--- config.mk ---
export PLATFORM = sky130hd
export DESIGN_NAME = cmpUnit
export DESIGN_NICKNAME = d
export VERILOG_FILES = /design/src/hw/cmpPkg.sv /design/src/hw/cmpCtrl.sv /design/src/hw/cmpUnit.sv /design/src/hw/fpCompare.sv /design/src/hw/intCompare.sv /design/src/hw/regFile.sv
export SDC_FILE = /design/constraint.sdc
export NUM_CORES = 2
export LEC_CHECK = 0
export BUFFER_PORTS_ARGS = -buffer_cell sky130_fd_sc_hd__buf_2
export CORE_MARGIN = 2
export CORE_UTILIZATION = 35
export CTS_CLUSTER_SIZE = 16
export DETAILED_ROUTE_END_ITERATION = 6
export GPL_ROUTABILITY_DRIVEN = 0
export GPL_TIMING_DRIVEN = 0
export PLACE_DENSITY = 0.58
export SETUP_SLACK_MARGIN = 0.4
export SYNTH_ARGS = -nofsm -noshare
export SYNTH_HDL_FRONTEND = slang
export SYNTH_SLANG_ARGS = --single-unit
--- constraint.sdc ---
create_clock -name clk -period 7.5 [get_ports clk]
set_input_delay 0.75 -clock clk [delete_from_list [all_inputs] [get_ports clk]]
set_output_delay 0.75 -clock clk [all_outputs]
set_load 0.02 [all_outputs]
--- src/hw/cmpPkg.sv ---
package cmpPkg;

	// ====================
	// Sizes
	// ====================

	// Width of a general register and of every compare operand
	localparam int xlen = 64;

	// Register counts and the address widths that go with them
	localparam int numGpr = 32;
	localparam int numCr = 8;
	localparam int gprAddrW = 5;
	localparam int crAddrW = 3;

	// The register-immediate forms carry a 17 bit constant in the top bits
	localparam int immW = 17;

	// IEEE double layout below the sign bit
	localparam int dblExpW = 11;
	localparam int dblFracW = 52;

	// ====================
	// Instruction encoding
	// ====================

	// Major opcodes, anything else decodes as illegal
	localparam logic [6:0] opR3 = 7'h02;
	localparam logic [6:0] opCmpi = 7'h0A;
	localparam logic [6:0] opCmpui = 7'h0B;

	// Function codes that are valid under opR3
	localparam logic [2:0] fnCmp = 3'd0;
	localparam logic [2:0] fnCmpu = 3'd1;
	localparam logic [2:0] fnFcmp = 3'd2;

	// Register-register form, the top nine bits are not decoded
	typedef struct packed {
		logic [8:0] spare;
		logic [2:0] func;
		logic [gprAddrW-1:0] rb;
		logic [gprAddrW-1:0] ra;
		logic [crAddrW-1:0] crd;
		logic [6:0] opcode;
	} r3Fmt_t;

	// Register-immediate form, the immediate overlays rb and func
	typedef struct packed {
		logic [immW-1:0] imm;
		logic [gprAddrW-1:0] ra;
		logic [crAddrW-1:0] crd;
		logic [6:0] opcode;
	} riFmt_t;

	// Both views share opcode, crd and ra at the same bit positions
	typedef union packed {
		r3Fmt_t r3;
		riFmt_t ri;
	} instr_t;

	// ====================
	// Results
	// ====================

	// Condition byte written to the condition register file, un is the top bit
	typedef struct packed {
		logic un;
		logic ca;
		logic ge;
		logic gt;
		logic le;
		logic lt;
		logic ne;
		logic eq;
	} condByte_t;

	// Kind of comparison carried down the pipeline with the operands
	typedef enum logic [1:0] {
		kindSigned,
		kindUnsigned,
		kindFloat
	} cmpKind_t;

endpackage

--- src/hw/cmpCtrl.sv ---
module cmpCtrl (
	input logic clk,
	input logic rstN,
	input logic issueValid,
	input cmpPkg::instr_t instr,
	input logic [cmpPkg::xlen-1:0] gprRdataA,
	input logic [cmpPkg::xlen-1:0] gprRdataB,
	input cmpPkg::condByte_t intCb,
	input cmpPkg::condByte_t fpCb,
	output logic [cmpPkg::gprAddrW-1:0] gprRaddrA,
	output logic [cmpPkg::gprAddrW-1:0] gprRaddrB,
	output logic [cmpPkg::xlen-1:0] opA,
	output logic [cmpPkg::xlen-1:0] opB,
	output logic isSigned,
	output logic crWe,
	output logic [cmpPkg::crAddrW-1:0] crWaddr,
	output cmpPkg::condByte_t crWdata,
	output logic resultValid,
	output logic [cmpPkg::crAddrW-1:0] resultCrd,
	output cmpPkg::condByte_t resultCb,
	output logic illegal
);

	// Decode results for the instruction in the issue cycle
	logic decLegal;
	cmpPkg::cmpKind_t decKind;
	logic [cmpPkg::xlen-1:0] decOpB;

	// Stage 1 state besides the operands
	logic s1Valid;
	logic [cmpPkg::crAddrW-1:0] s1Crd;
	cmpPkg::cmpKind_t s1Kind;

	// Condition byte chosen from the two comparators
	cmpPkg::condByte_t cbSel;

	// ====================
	// Issue cycle decode
	// ====================

	// The register fields sit at the same place in every form
	assign gprRaddrA = instr.r3.ra;
	assign gprRaddrB = instr.r3.rb;

	always_comb
	begin
		decLegal = 1'b0;
		decKind = cmpPkg::kindSigned;
		decOpB = gprRdataB;
		case (instr.r3.opcode)
			cmpPkg::opR3:
			begin
				case (instr.r3.func)
					cmpPkg::fnCmp:
					begin
						decLegal = 1'b1;
						decKind = cmpPkg::kindSigned;
					end
					cmpPkg::fnCmpu:
					begin
						decLegal = 1'b1;
						decKind = cmpPkg::kindUnsigned;
					end
					cmpPkg::fnFcmp:
					begin
						decLegal = 1'b1;
						decKind = cmpPkg::kindFloat;
					end
					default:
					begin
						decLegal = 1'b0;
					end
				endcase
			end
			// Signed immediate copies its top bit into the upper operand bits
			cmpPkg::opCmpi:
			begin
				decLegal = 1'b1;
				decKind = cmpPkg::kindSigned;
				decOpB = {{(cmpPkg::xlen-cmpPkg::immW){instr.ri.imm[cmpPkg::immW-1]}},
					instr.ri.imm};
			end
			// Unsigned immediate is padded with zeros
			cmpPkg::opCmpui:
			begin
				decLegal = 1'b1;
				decKind = cmpPkg::kindUnsigned;
				decOpB = {{(cmpPkg::xlen-cmpPkg::immW){1'b0}}, instr.ri.imm};
			end
			default:
			begin
				decLegal = 1'b0;
			end
		endcase
	end

	// ====================
	// Pipeline registers
	// ====================

	// Valid bits and the illegal pulse, one issue per cycle can be in each stage
	always_ff @(posedge clk or negedge rstN)
	begin
		if (!rstN)
		begin
			s1Valid <= 1'b0;
			illegal <= 1'b0;
			resultValid <= 1'b0;
		end
		else
		begin
			s1Valid <= issueValid & decLegal;
			illegal <= issueValid & ~decLegal;
			resultValid <= s1Valid;
		end
	end

	// Operands and tags follow the valid bits without a reset
	always_ff @(posedge clk)
	begin
		if (issueValid)
		begin
			s1Crd <= instr.r3.crd;
			s1Kind <= decKind;
			opA <= gprRdataA;
			opB <= decOpB;
		end
		if (s1Valid)
		begin
			resultCrd <= s1Crd;
			resultCb <= cbSel;
		end
	end

	// The integer comparator needs to know how to read the top bits
	assign isSigned = (s1Kind == cmpPkg::kindSigned);

	// Float compares take the float byte and both integer kinds share the other
	assign cbSel = (s1Kind == cmpPkg::kindFloat) ? fpCb : intCb;

	// The condition register is written on the edge that loads stage 2
	assign crWe = s1Valid;
	assign crWaddr = s1Crd;
	assign crWdata = cbSel;

endmodule

--- src/hw/cmpUnit.sv ---
module cmpUnit (
	input logic clk,
	input logic rstN,
	input logic issueValid,
	input cmpPkg::instr_t instr,
	input logic gprWe,
	input logic [cmpPkg::gprAddrW-1:0] gprWaddr,
	input logic [cmpPkg::xlen-1:0] gprWdata,
	input logic [cmpPkg::crAddrW-1:0] crRaddr,
	output cmpPkg::condByte_t crRdata,
	output logic resultValid,
	output logic [cmpPkg::crAddrW-1:0] resultCrd,
	output cmpPkg::condByte_t resultCb,
	output logic illegal
);

	// General register read path during the issue cycle
	logic [cmpPkg::gprAddrW-1:0] gprRaddrA;
	logic [cmpPkg::gprAddrW-1:0] gprRaddrB;
	logic [cmpPkg::xlen-1:0] gprRdataA;
	logic [cmpPkg::xlen-1:0] gprRdataB;

	// Stage 1 operands shared by both comparators
	logic [cmpPkg::xlen-1:0] opA;
	logic [cmpPkg::xlen-1:0] opB;
	logic isSigned;
	cmpPkg::condByte_t intCb;
	cmpPkg::condByte_t fpCb;

	// Condition register write from the end of stage 1
	logic crWe;
	logic [cmpPkg::crAddrW-1:0] crWaddr;
	cmpPkg::condByte_t crWdata;

	// ====================
	// Control and storage
	// ====================

	cmpCtrl uCtrl (
		.clk(clk),
		.rstN(rstN),
		.issueValid(issueValid),
		.instr(instr),
		.gprRdataA(gprRdataA),
		.gprRdataB(gprRdataB),
		.intCb(intCb),
		.fpCb(fpCb),
		.gprRaddrA(gprRaddrA),
		.gprRaddrB(gprRaddrB),
		.opA(opA),
		.opB(opB),
		.isSigned(isSigned),
		.crWe(crWe),
		.crWaddr(crWaddr),
		.crWdata(crWdata),
		.resultValid(resultValid),
		.resultCrd(resultCrd),
		.resultCb(resultCb),
		.illegal(illegal)
	);

	// General registers are loaded from outside and read by the control module
	regFile #(
		.payload_t(logic [cmpPkg::xlen-1:0]),
		.depth(cmpPkg::numGpr)
	) uGpr (
		.clk(clk),
		.rstN(rstN),
		.we(gprWe),
		.waddr(gprWaddr),
		.wdata(gprWdata),
		.raddrA(gprRaddrA),
		.raddrB(gprRaddrB),
		.rdataA(gprRdataA),
		.rdataB(gprRdataB)
	);

	// Condition registers have a single reader on port A
	regFile #(
		.payload_t(cmpPkg::condByte_t),
		.depth(cmpPkg::numCr)
	) uCr (
		.clk(clk),
		.rstN(rstN),
		.we(crWe),
		.waddr(crWaddr),
		.wdata(crWdata),
		.raddrA(crRaddr),
		.raddrB('0),
		.rdataA(crRdata),
		.rdataB()
	);

	// ====================
	// Comparators
	// ====================

	intCompare uIntCmp (
		.isSigned(isSigned),
		.a(opA),
		.b(opB),
		.cb(intCb)
	);

	fpCompare uFpCmp (
		.a(opA),
		.b(opB),
		.cb(fpCb)
	);

endmodule

--- src/hw/fpCompare.sv ---
module fpCompare (
	input logic [cmpPkg::xlen-1:0] a,
	input logic [cmpPkg::xlen-1:0] b,
	output cmpPkg::condByte_t cb
);

	// Decoded fields of both doubles
	logic signA;
	logic signB;
	logic [cmpPkg::dblExpW-1:0] expA;
	logic [cmpPkg::dblExpW-1:0] expB;
	logic [cmpPkg::dblFracW-1:0] fracA;
	logic [cmpPkg::dblFracW-1:0] fracB;

	// Magnitude is everything below the sign bit
	logic [cmpPkg::xlen-2:0] magA;
	logic [cmpPkg::xlen-2:0] magB;

	// Classification of each operand
	logic nanA;
	logic nanB;
	logic infA;
	logic infB;
	logic bothZero;
	logic unord;

	// Ordering of two ordered values
	logic isEq;
	logic isLt;

	assign signA = a[cmpPkg::xlen-1];
	assign signB = b[cmpPkg::xlen-1];
	assign expA = a[cmpPkg::xlen-2 -: cmpPkg::dblExpW];
	assign expB = b[cmpPkg::xlen-2 -: cmpPkg::dblExpW];
	assign fracA = a[cmpPkg::dblFracW-1:0];
	assign fracB = b[cmpPkg::dblFracW-1:0];
	assign magA = a[cmpPkg::xlen-2:0];
	assign magB = b[cmpPkg::xlen-2:0];

	// An all-ones exponent is NaN with a nonzero fraction and infinity otherwise
	assign nanA = (&expA) && (fracA != '0);
	assign nanB = (&expB) && (fracB != '0);
	assign infA = (&expA) && (fracA == '0);
	assign infB = (&expB) && (fracB == '0);
	assign unord = nanA | nanB;

	// Plus and minus zero differ only in the sign bit
	assign bothZero = (magA == '0) && (magB == '0);

	// Identical bit patterns are equal once NaN is ruled out
	assign isEq = bothZero || (a == b);

	// ====================
	// Sign and magnitude order
	// ====================

	always_comb
	begin
		if (bothZero)
			isLt = 1'b0;
		// Opposite signs, the negative operand is the smaller one
		else if (signA != signB)
			isLt = signA;
		// Both positive, a larger magnitude is a larger value
		else if (!signA)
			isLt = magA < magB;
		// Both negative, a larger magnitude is a smaller value
		else
			isLt = magA > magB;
	end

	// Assemble the byte, an unordered compare clears every ordering flag
	always_comb
	begin
		cb = '0;
		cb.un = unord;
		cb.ca = infA | infB;
		cb.eq = ~unord & isEq;
		cb.ne = unord | ~isEq;
		cb.lt = ~unord & isLt;
		cb.le = ~unord & (isLt | isEq);
		cb.gt = ~unord & ~isLt & ~isEq;
		cb.ge = ~unord & ~isLt;
	end

endmodule

--- src/hw/intCompare.sv ---
module intCompare (
	input logic isSigned,
	input logic [cmpPkg::xlen-1:0] a,
	input logic [cmpPkg::xlen-1:0] b,
	output cmpPkg::condByte_t cb
);

	// One bit wider difference, the top bit is the borrow out of a minus b
	logic [cmpPkg::xlen:0] diff;

	// Ordering flags for each interpretation of the operands
	logic ltSigned;
	logic ltUnsigned;
	logic isEq;
	logic isLt;

	// Zero extend both operands so the extra bit catches the borrow
	assign diff = {1'b0, a} - {1'b0, b};

	// Signed order reads the top bits as sign bits
	assign ltSigned = $signed(a) < $signed(b);

	// Unsigned order is the borrow itself
	assign ltUnsigned = diff[cmpPkg::xlen];

	// Equality is the same for both kinds
	assign isEq = (a == b);

	// Pick the ordering that the instruction asked for
	assign isLt = isSigned ? ltSigned : ltUnsigned;

	// ====================
	// Condition byte
	// ====================

	always_comb
	begin
		cb = '0;
		// Integer operands are always ordered
		cb.un = 1'b0;
		// Carry reports the raw borrow whatever the signedness
		cb.ca = diff[cmpPkg::xlen];
		cb.eq = isEq;
		cb.ne = ~isEq;
		cb.lt = isLt;
		// Less or equal folds in the equal case
		cb.le = isLt | isEq;
		// Greater is what remains when neither less nor equal holds
		cb.gt = ~isLt & ~isEq;
		cb.ge = ~isLt;
	end

endmodule

--- src/hw/regFile.sv ---
module regFile #(
	parameter type payload_t = logic [63:0],
	parameter int depth = 32
) (
	input logic clk,
	input logic rstN,
	input logic we,
	input logic [$clog2(depth)-1:0] waddr,
	input payload_t wdata,
	input logic [$clog2(depth)-1:0] raddrA,
	input logic [$clog2(depth)-1:0] raddrB,
	output payload_t rdataA,
	output payload_t rdataB
);

	// Storage for every entry, one payload per address
	payload_t mem [depth];

	// ====================
	// Write port
	// ====================

	// Reset zeroes every entry so reads after reset return a known value
	// A write lands on the clock edge and is visible to reads from the next cycle
	always_ff @(posedge clk or negedge rstN)
	begin
		if (!rstN)
		begin
			mem <= '{default: '0};
		end
		else if (we)
		begin
			mem[waddr] <= wdata;
		end
	end

	// ====================
	// Read ports
	// ====================

	// Both reads are plain combinational lookups with no bypass of a same-cycle write
	assign rdataA = mem[raddrA];

	// Second port for the rb operand of a register-register compare
	assign rdataB = mem[raddrB];

endmodule

Word-level counts from Yosys, hierarchy flattened
Cells that the tools add are included.

word-level totals
  bits in registers = 2259
  input bits = 108
  output and inout bits = 21

operators by class
  add/subtract/negate cells = 1
  order comparisons = 10
  equality and inequality tests = 8
  muxes and demuxes = 25
  bitwise logic cells = 24
  reductions and logical operators = 20

operators by type and width
  cell                                                      count
  bitwise mux 2048 bit                                      1
  binary-select mux 64 bit (select 5 bit)                   2
  demux 64 bit (select 5 bit)                               1
  2-to-1 mux 64 bit                                         5
  case mux 64 bit (2 select lines)                          1
  logical NOT 63 bit                                        2
  logical NOT 52 bit                                        2
  nonzero test 52 bit                                       2
  subtractor 64 x 64 -> 65 bit                              1
  bitwise mux 64 bit                                        1
  == test 64 bit                                            1
  < comparator 64 bit                                       1
  > comparator 63 bit                                       1
  < comparator 63 bit                                       1
  2-to-1 mux 8 bit                                          4
  binary-select mux 8 bit (select 3 bit)                    1
  demux 8 bit (select 3 bit)                                1
  AND reduction 11 bit                                      2
  greater-or-equal comparator 6 bit, second input constant  3
  inverter 5 -> 6 bit                                       3
  == test 7 x 4 -> 1 bit, second input constant             2
  bitwise AND 1 bit                                         8
  greater-or-equal comparator 4 bit, second input constant  2
  inverter 3 -> 4 bit                                       2
  18 further kinds                                          38

Depth between registers and ports, before layout
  word-level depth = 9
  mapped depth = 13
  gate-level depth less buffers = 11

Modules after synthesis
Synthesis repeated with hierarchy kept, for this count alone.

second synthesis, totals
  cells, all modules = 8726
  area total of the unflattened synthesis = 121776.8 um2

modules (own cells, without submodules)
  module           times used  cells an instance  area each (um2)
  regFile at uGpr  1           7707               108992.0
  cmpCtrl          1           258                5360.1
  regFile at uCr   1           201                3539.6
  fpCompare        1           310                2157.1
  intCompare       1           249                1724.2
  cmpUnit          1           1                  3.8

Worst setup path before layout
No wires, ideal clock.

  path kind = input to register
  from = in instr[10] (netlist name)
  to = reg uCtrl.opA[0] (netlist name), data pin
  library setup time = 260 ps
  data arrival time = 3106 ps
  data required time = 7240 ps
  path slack = 4134 ps
  stages on the path = 6
  cells stage by stage = clkbuf_1 > clkbuf_1 > buf_1 > mux4_2 > mux4_2 > mux2_2

between the ends
  word-level cells in the longest chain between the ends = 4

ends and longest elaborated chain
  element                                                line            RTL
  start, declared                                        cmpUnit.sv:5    input cmpPkg::instr_t instr,
  inverter 5 -> 6 bit (not written as such)              regFile.sv:42   assign rdataA = mem[raddrA];
  binary-select mux 64 bit (select 5 bit)                regFile.sv:42
  2-to-1 mux 64 bit (not written as such) (2 in series)  regFile.sv:42
  named net gprRdataA (one bit)                          cmpUnit.sv:20   logic [cmpPkg::xlen-1:0] gprRdataA;
  end signal, assigned                                   cmpCtrl.sv:125  opA <= gprRdataA;
  end, declared                                          cmpCtrl.sv:12   output logic [cmpPkg::xlen-1:0] opA,

The timed path passes the listed nets, and every way through them passes these cells. The select of a mux whose other input is x is not followed.
A chain may end at the register's enable or synchronous reset.

==> key figures <==
STA
  • Max-slew headroom at the worst pin: -0.121
  • Maximum clock frequency: 226 MHz
  • Worst Tran Pin Value: 1.68 ns
  • Unrepaired setup endpoints after global routing: false
  • Worst setup margin: 3.08 ns
  • Hold WS: 0.103 ns
  • Final setup vio count: 0
  • Final period util: 0.589
  • Final Slew Violations: 362
  • Fin crit period: 4.42 ns
  • Final Hold Viols: 0
  • Setup TNS: 0 ns
  • Clk_skew: 0.0503 ns

Power
  • Comb pwr share: 0.224
  • Pwr/cell area: 281 nW/µm²
  • Internal: 27.0 mW
  • Sw Ratio: 0.295
  • Peak supply drop: 185 µV
  • Clock network power share: 0.348
  • Seq pwr share: 0.428
  • Net Sw Power: 11.3 mW
  • Pleak: 56.9 nW

Clock network
  • Post-CTS setup buffer count: 0
  • Clock latency on the worst-skew pair: 0.96 ns
  • CTS Buf Count: 268
  • CTS resizes: 0
  • CTS H-tree depth: 5
  • CTS sink cnt: 2259
  • CTS tree: done
  • CTS max path bufs: 4
  • Reg clk slew, reported paths: 0.06 ns
  • Hold buffers post-CTS: 4
  • Root Buffer: clkbuf_16

Floorplan
  • Initial Util: 0.351
  • Row count: 213
  • Io pins: 129
  • Core Footprint: 336000 µm²
  • DIE HEIGHT: about 580 µm
  • Die width: between 500 and 600 µm
  • Die area: roughly 340000 µm²

Detailed routing
  • Routed wire per std cell: 43.0 µm
  • Vias per cell: 6.52
  • Routed Antenna Nets: 0
  • DR iter-0 viols: around 11000
  • Total number of vias: 80400
  • Total Wirelength: 530000 µm
  • DRC viols: 0
  • Detailed Routing Iterations Pass 1: 7

Flow run
  • Max cap viols: 39

Logic synthesis
  • Post-Syn Instances: 7147
  • Post-synth EDFFs: 144
  • Multiplexer share of the synthesized area: 0.456
  • Simple-gate portion of the synthesized area: 0.0144
  • Async SR Flop Fraction: 0.936
  • Cell area after synthesis: ~120000 µm²
  • Seq/Total Area, Yosys: 0.486
  • Syn avg cell area: around 16 µm²
  • Syn Nets: 7319
  • Largest family of logic cells by synthesized area: multiplexers
  • Synth Area in Compound Gates: 0.0116
  • Ys Warns: 0
  • Top cells by area, synth: dfrtp_1 (45%), mux4_2 (25%), mux2_2 (20%), edfxtp_1 (3.7%), clkbuf_1 (1.9%)
  • Number of synthesized register bits: 2259
  • Adder-Cell Fraction of Synth Area: 0.00680
  • Synth Area in XOR/XNOR: 0
  • Biggest area consumer among synthesized cells: dfrtp_1
  • Distinct cell type count after synthesis: 66
  • Yosys top cell area share: 0.449
  • Most used DFF post-synth: dfrtp_1

Min path
  • Worst Hold Path Cells: 2
  • Hold Crit Class: input pin to register

Worst setup path
  • Crit end category: register
  • Setup crit start kind: register
  • Worst reg2reg path depth: 9
  • Critical Path RT: 8.18 ns
  • Critical path arrival: 5.10 ns
  • Crit Path Category: register to register
  • Crit-path max FO: 10

Placed design
  • Post-DP HPWL: between 300000 and 400000 µm
  • Worst slack, placed: just over 2 ns
  • Number of buffers added on ports: 111

Final layout
  • FILL cells: roughly 30000
  • Area growth syn-to-layout: 15.6%
  • Final Util: 0.406
  • Share of layout cells above drive strength 1: 0.541
  • # nets final: roughly 7800

Global route
  • First-pass GRT wire length: 708000 µm
  • GRT overflow: 0
  • Initial antenna violation count: 81
  • Largest net degree at the start of global routing: roughly 170
  • Number of global-route vias before repair: 80400
  • GRT Resource Usage Total: 0.307

Outcome
  • Failing checks: max-capacitance violations, max-slew violations
  • Status: finished with violations
## metrics by stage
step	std cells	power (mW)	cell area [µm²]
after CTS	12300	38.1	136000
after detailed placement	11800	24.9	127000
after global placement	11700	24.3	124000
after floorplan	7147	21.5	118000
after global routing	12300	39.4	136000
final	12300	38.4	136000
## registers in the layout (all words and copies together) (netlist names)
name               cells
uCtrl.s1Kind           2
uCr.mem               64
uCtrl.resultValid      1
uCtrl.crWaddr          3
uCtrl.resultCrd        3
uCtrl.crWe             1
uCtrl.opA             64
uCtrl.opB             64
uCtrl.resultCb         8
uCtrl.illegal          1
uGpr.mem            2048
## worst max-delay path, cell delays in order, from the launching register on
cell      delay, ns
edfxtp_1       0.39
nor4_1         0.82
nand4_1        0.39
nor4_2         0.57
nand3_1        0.27
and3_1         0.24
and4b_1        0.24
nor4_4         0.92
buf_6          0.26
nand2_1        0.06
## layer usage
layer | vias up | part of all wire | track usage
met5 | - | 0.00083 | 0.00350
met4 | 40 | 0.095 | 0.251
met1 | 43700 | 0.36 | 0.371
met2 | 5680 | 0.42 | 0.432
li1 | 29200 | - | -
met3 | 1754 | 0.13 | 0.123
## placed cells by master (no fill, tap or decap), types with 69 or more instances in the layout
| cell type | instances |
|---|---|
| dfrtp_1 | 2115 |
| mux2_2 | 2072 |
| mux4_2 | 1296 |
| clkbuf_1 | 560 |
| clkbuf_16 | 275 |
| buf_2 | 204 |
| edfxtp_1 | 144 |
| nand2_1 | 112 |
| clkbuf_2 | 101 |
| o21ai_0 | 91 |
| inv_1 | 75 |
| buf_12 | 69 |
## synthesized netlist by cell type (all sizes together) (26+ instances only)
cell type / number
edfxtp: 144
clkbuf: 591
ha: 64
nor4: 38
nand3: 26
nand2: 113
nor2: 57
mux2: 2120
buf: 135
mux4: 1296
inv: 77
o21ai: 116
a21oi: 32
dfrtp: 2115
mux2i: 61
## power by group through the flow
stage / logic, mW / registers, mW / clock network, mW
2_1_floorplan: 5.61 / 15.9 / 0
3_3_place_gp: 7.99 / 16.3 / 0
3_5_place_dp: 8.34 / 16.5 / 0
4_1_cts: 8.38 / 16.3 / 13.4
5_1_grt: 8.82 / 16.7 / 13.9
6_report: 8.58 / 16.4 / 13.4
## cell type report
type,count,area [µm²],share of cell area
clock buffers,397,7900,0.0580
diodes,41,103,0.000753
plain buffers,726,2990,0.0220
flip-flops and latches,2259,57200,0.420
multi-input cells,4085,57700,0.423
well taps,4407,5510,0.0405
repair buffers,247,3610,0.0265
clock inverters,81,900,0.00660
inverters,77,289,0.00212
## cells by family (layout without fill, tap and decap cells)
kind of cell | after synthesis | count (layout)
compound gates | 215 | 215
fa+ha+maj | 64 | 64
buf+inv | 803 | 1528
flops | 2259 | 2259
mux | 3477 | 3477
other cells | 0 | 41
simple gates | 329 | 329
## worst paths after layout
kind | slack, ns | endpoint | startpoint
min | 0.10 | uGpr.mem[117] | gprWdata[53]
min in group asynchronous | 0.25 | uGpr.mem[10] | rstN
max | 3.08 | uCtrl.resultCb[3] | uCtrl.opA[21]
max in group asynchronous | 3.55 | uGpr.mem[877] | rstN
max reg2reg | 3.08 | uCtrl.resultCb[3] | uCtrl.opA[21]
min reg2reg | 0.47 | uCtrl.resultCrd[2] | uCtrl.crWaddr[2]
No activity file was read; power rests on OpenSTA's default activity.
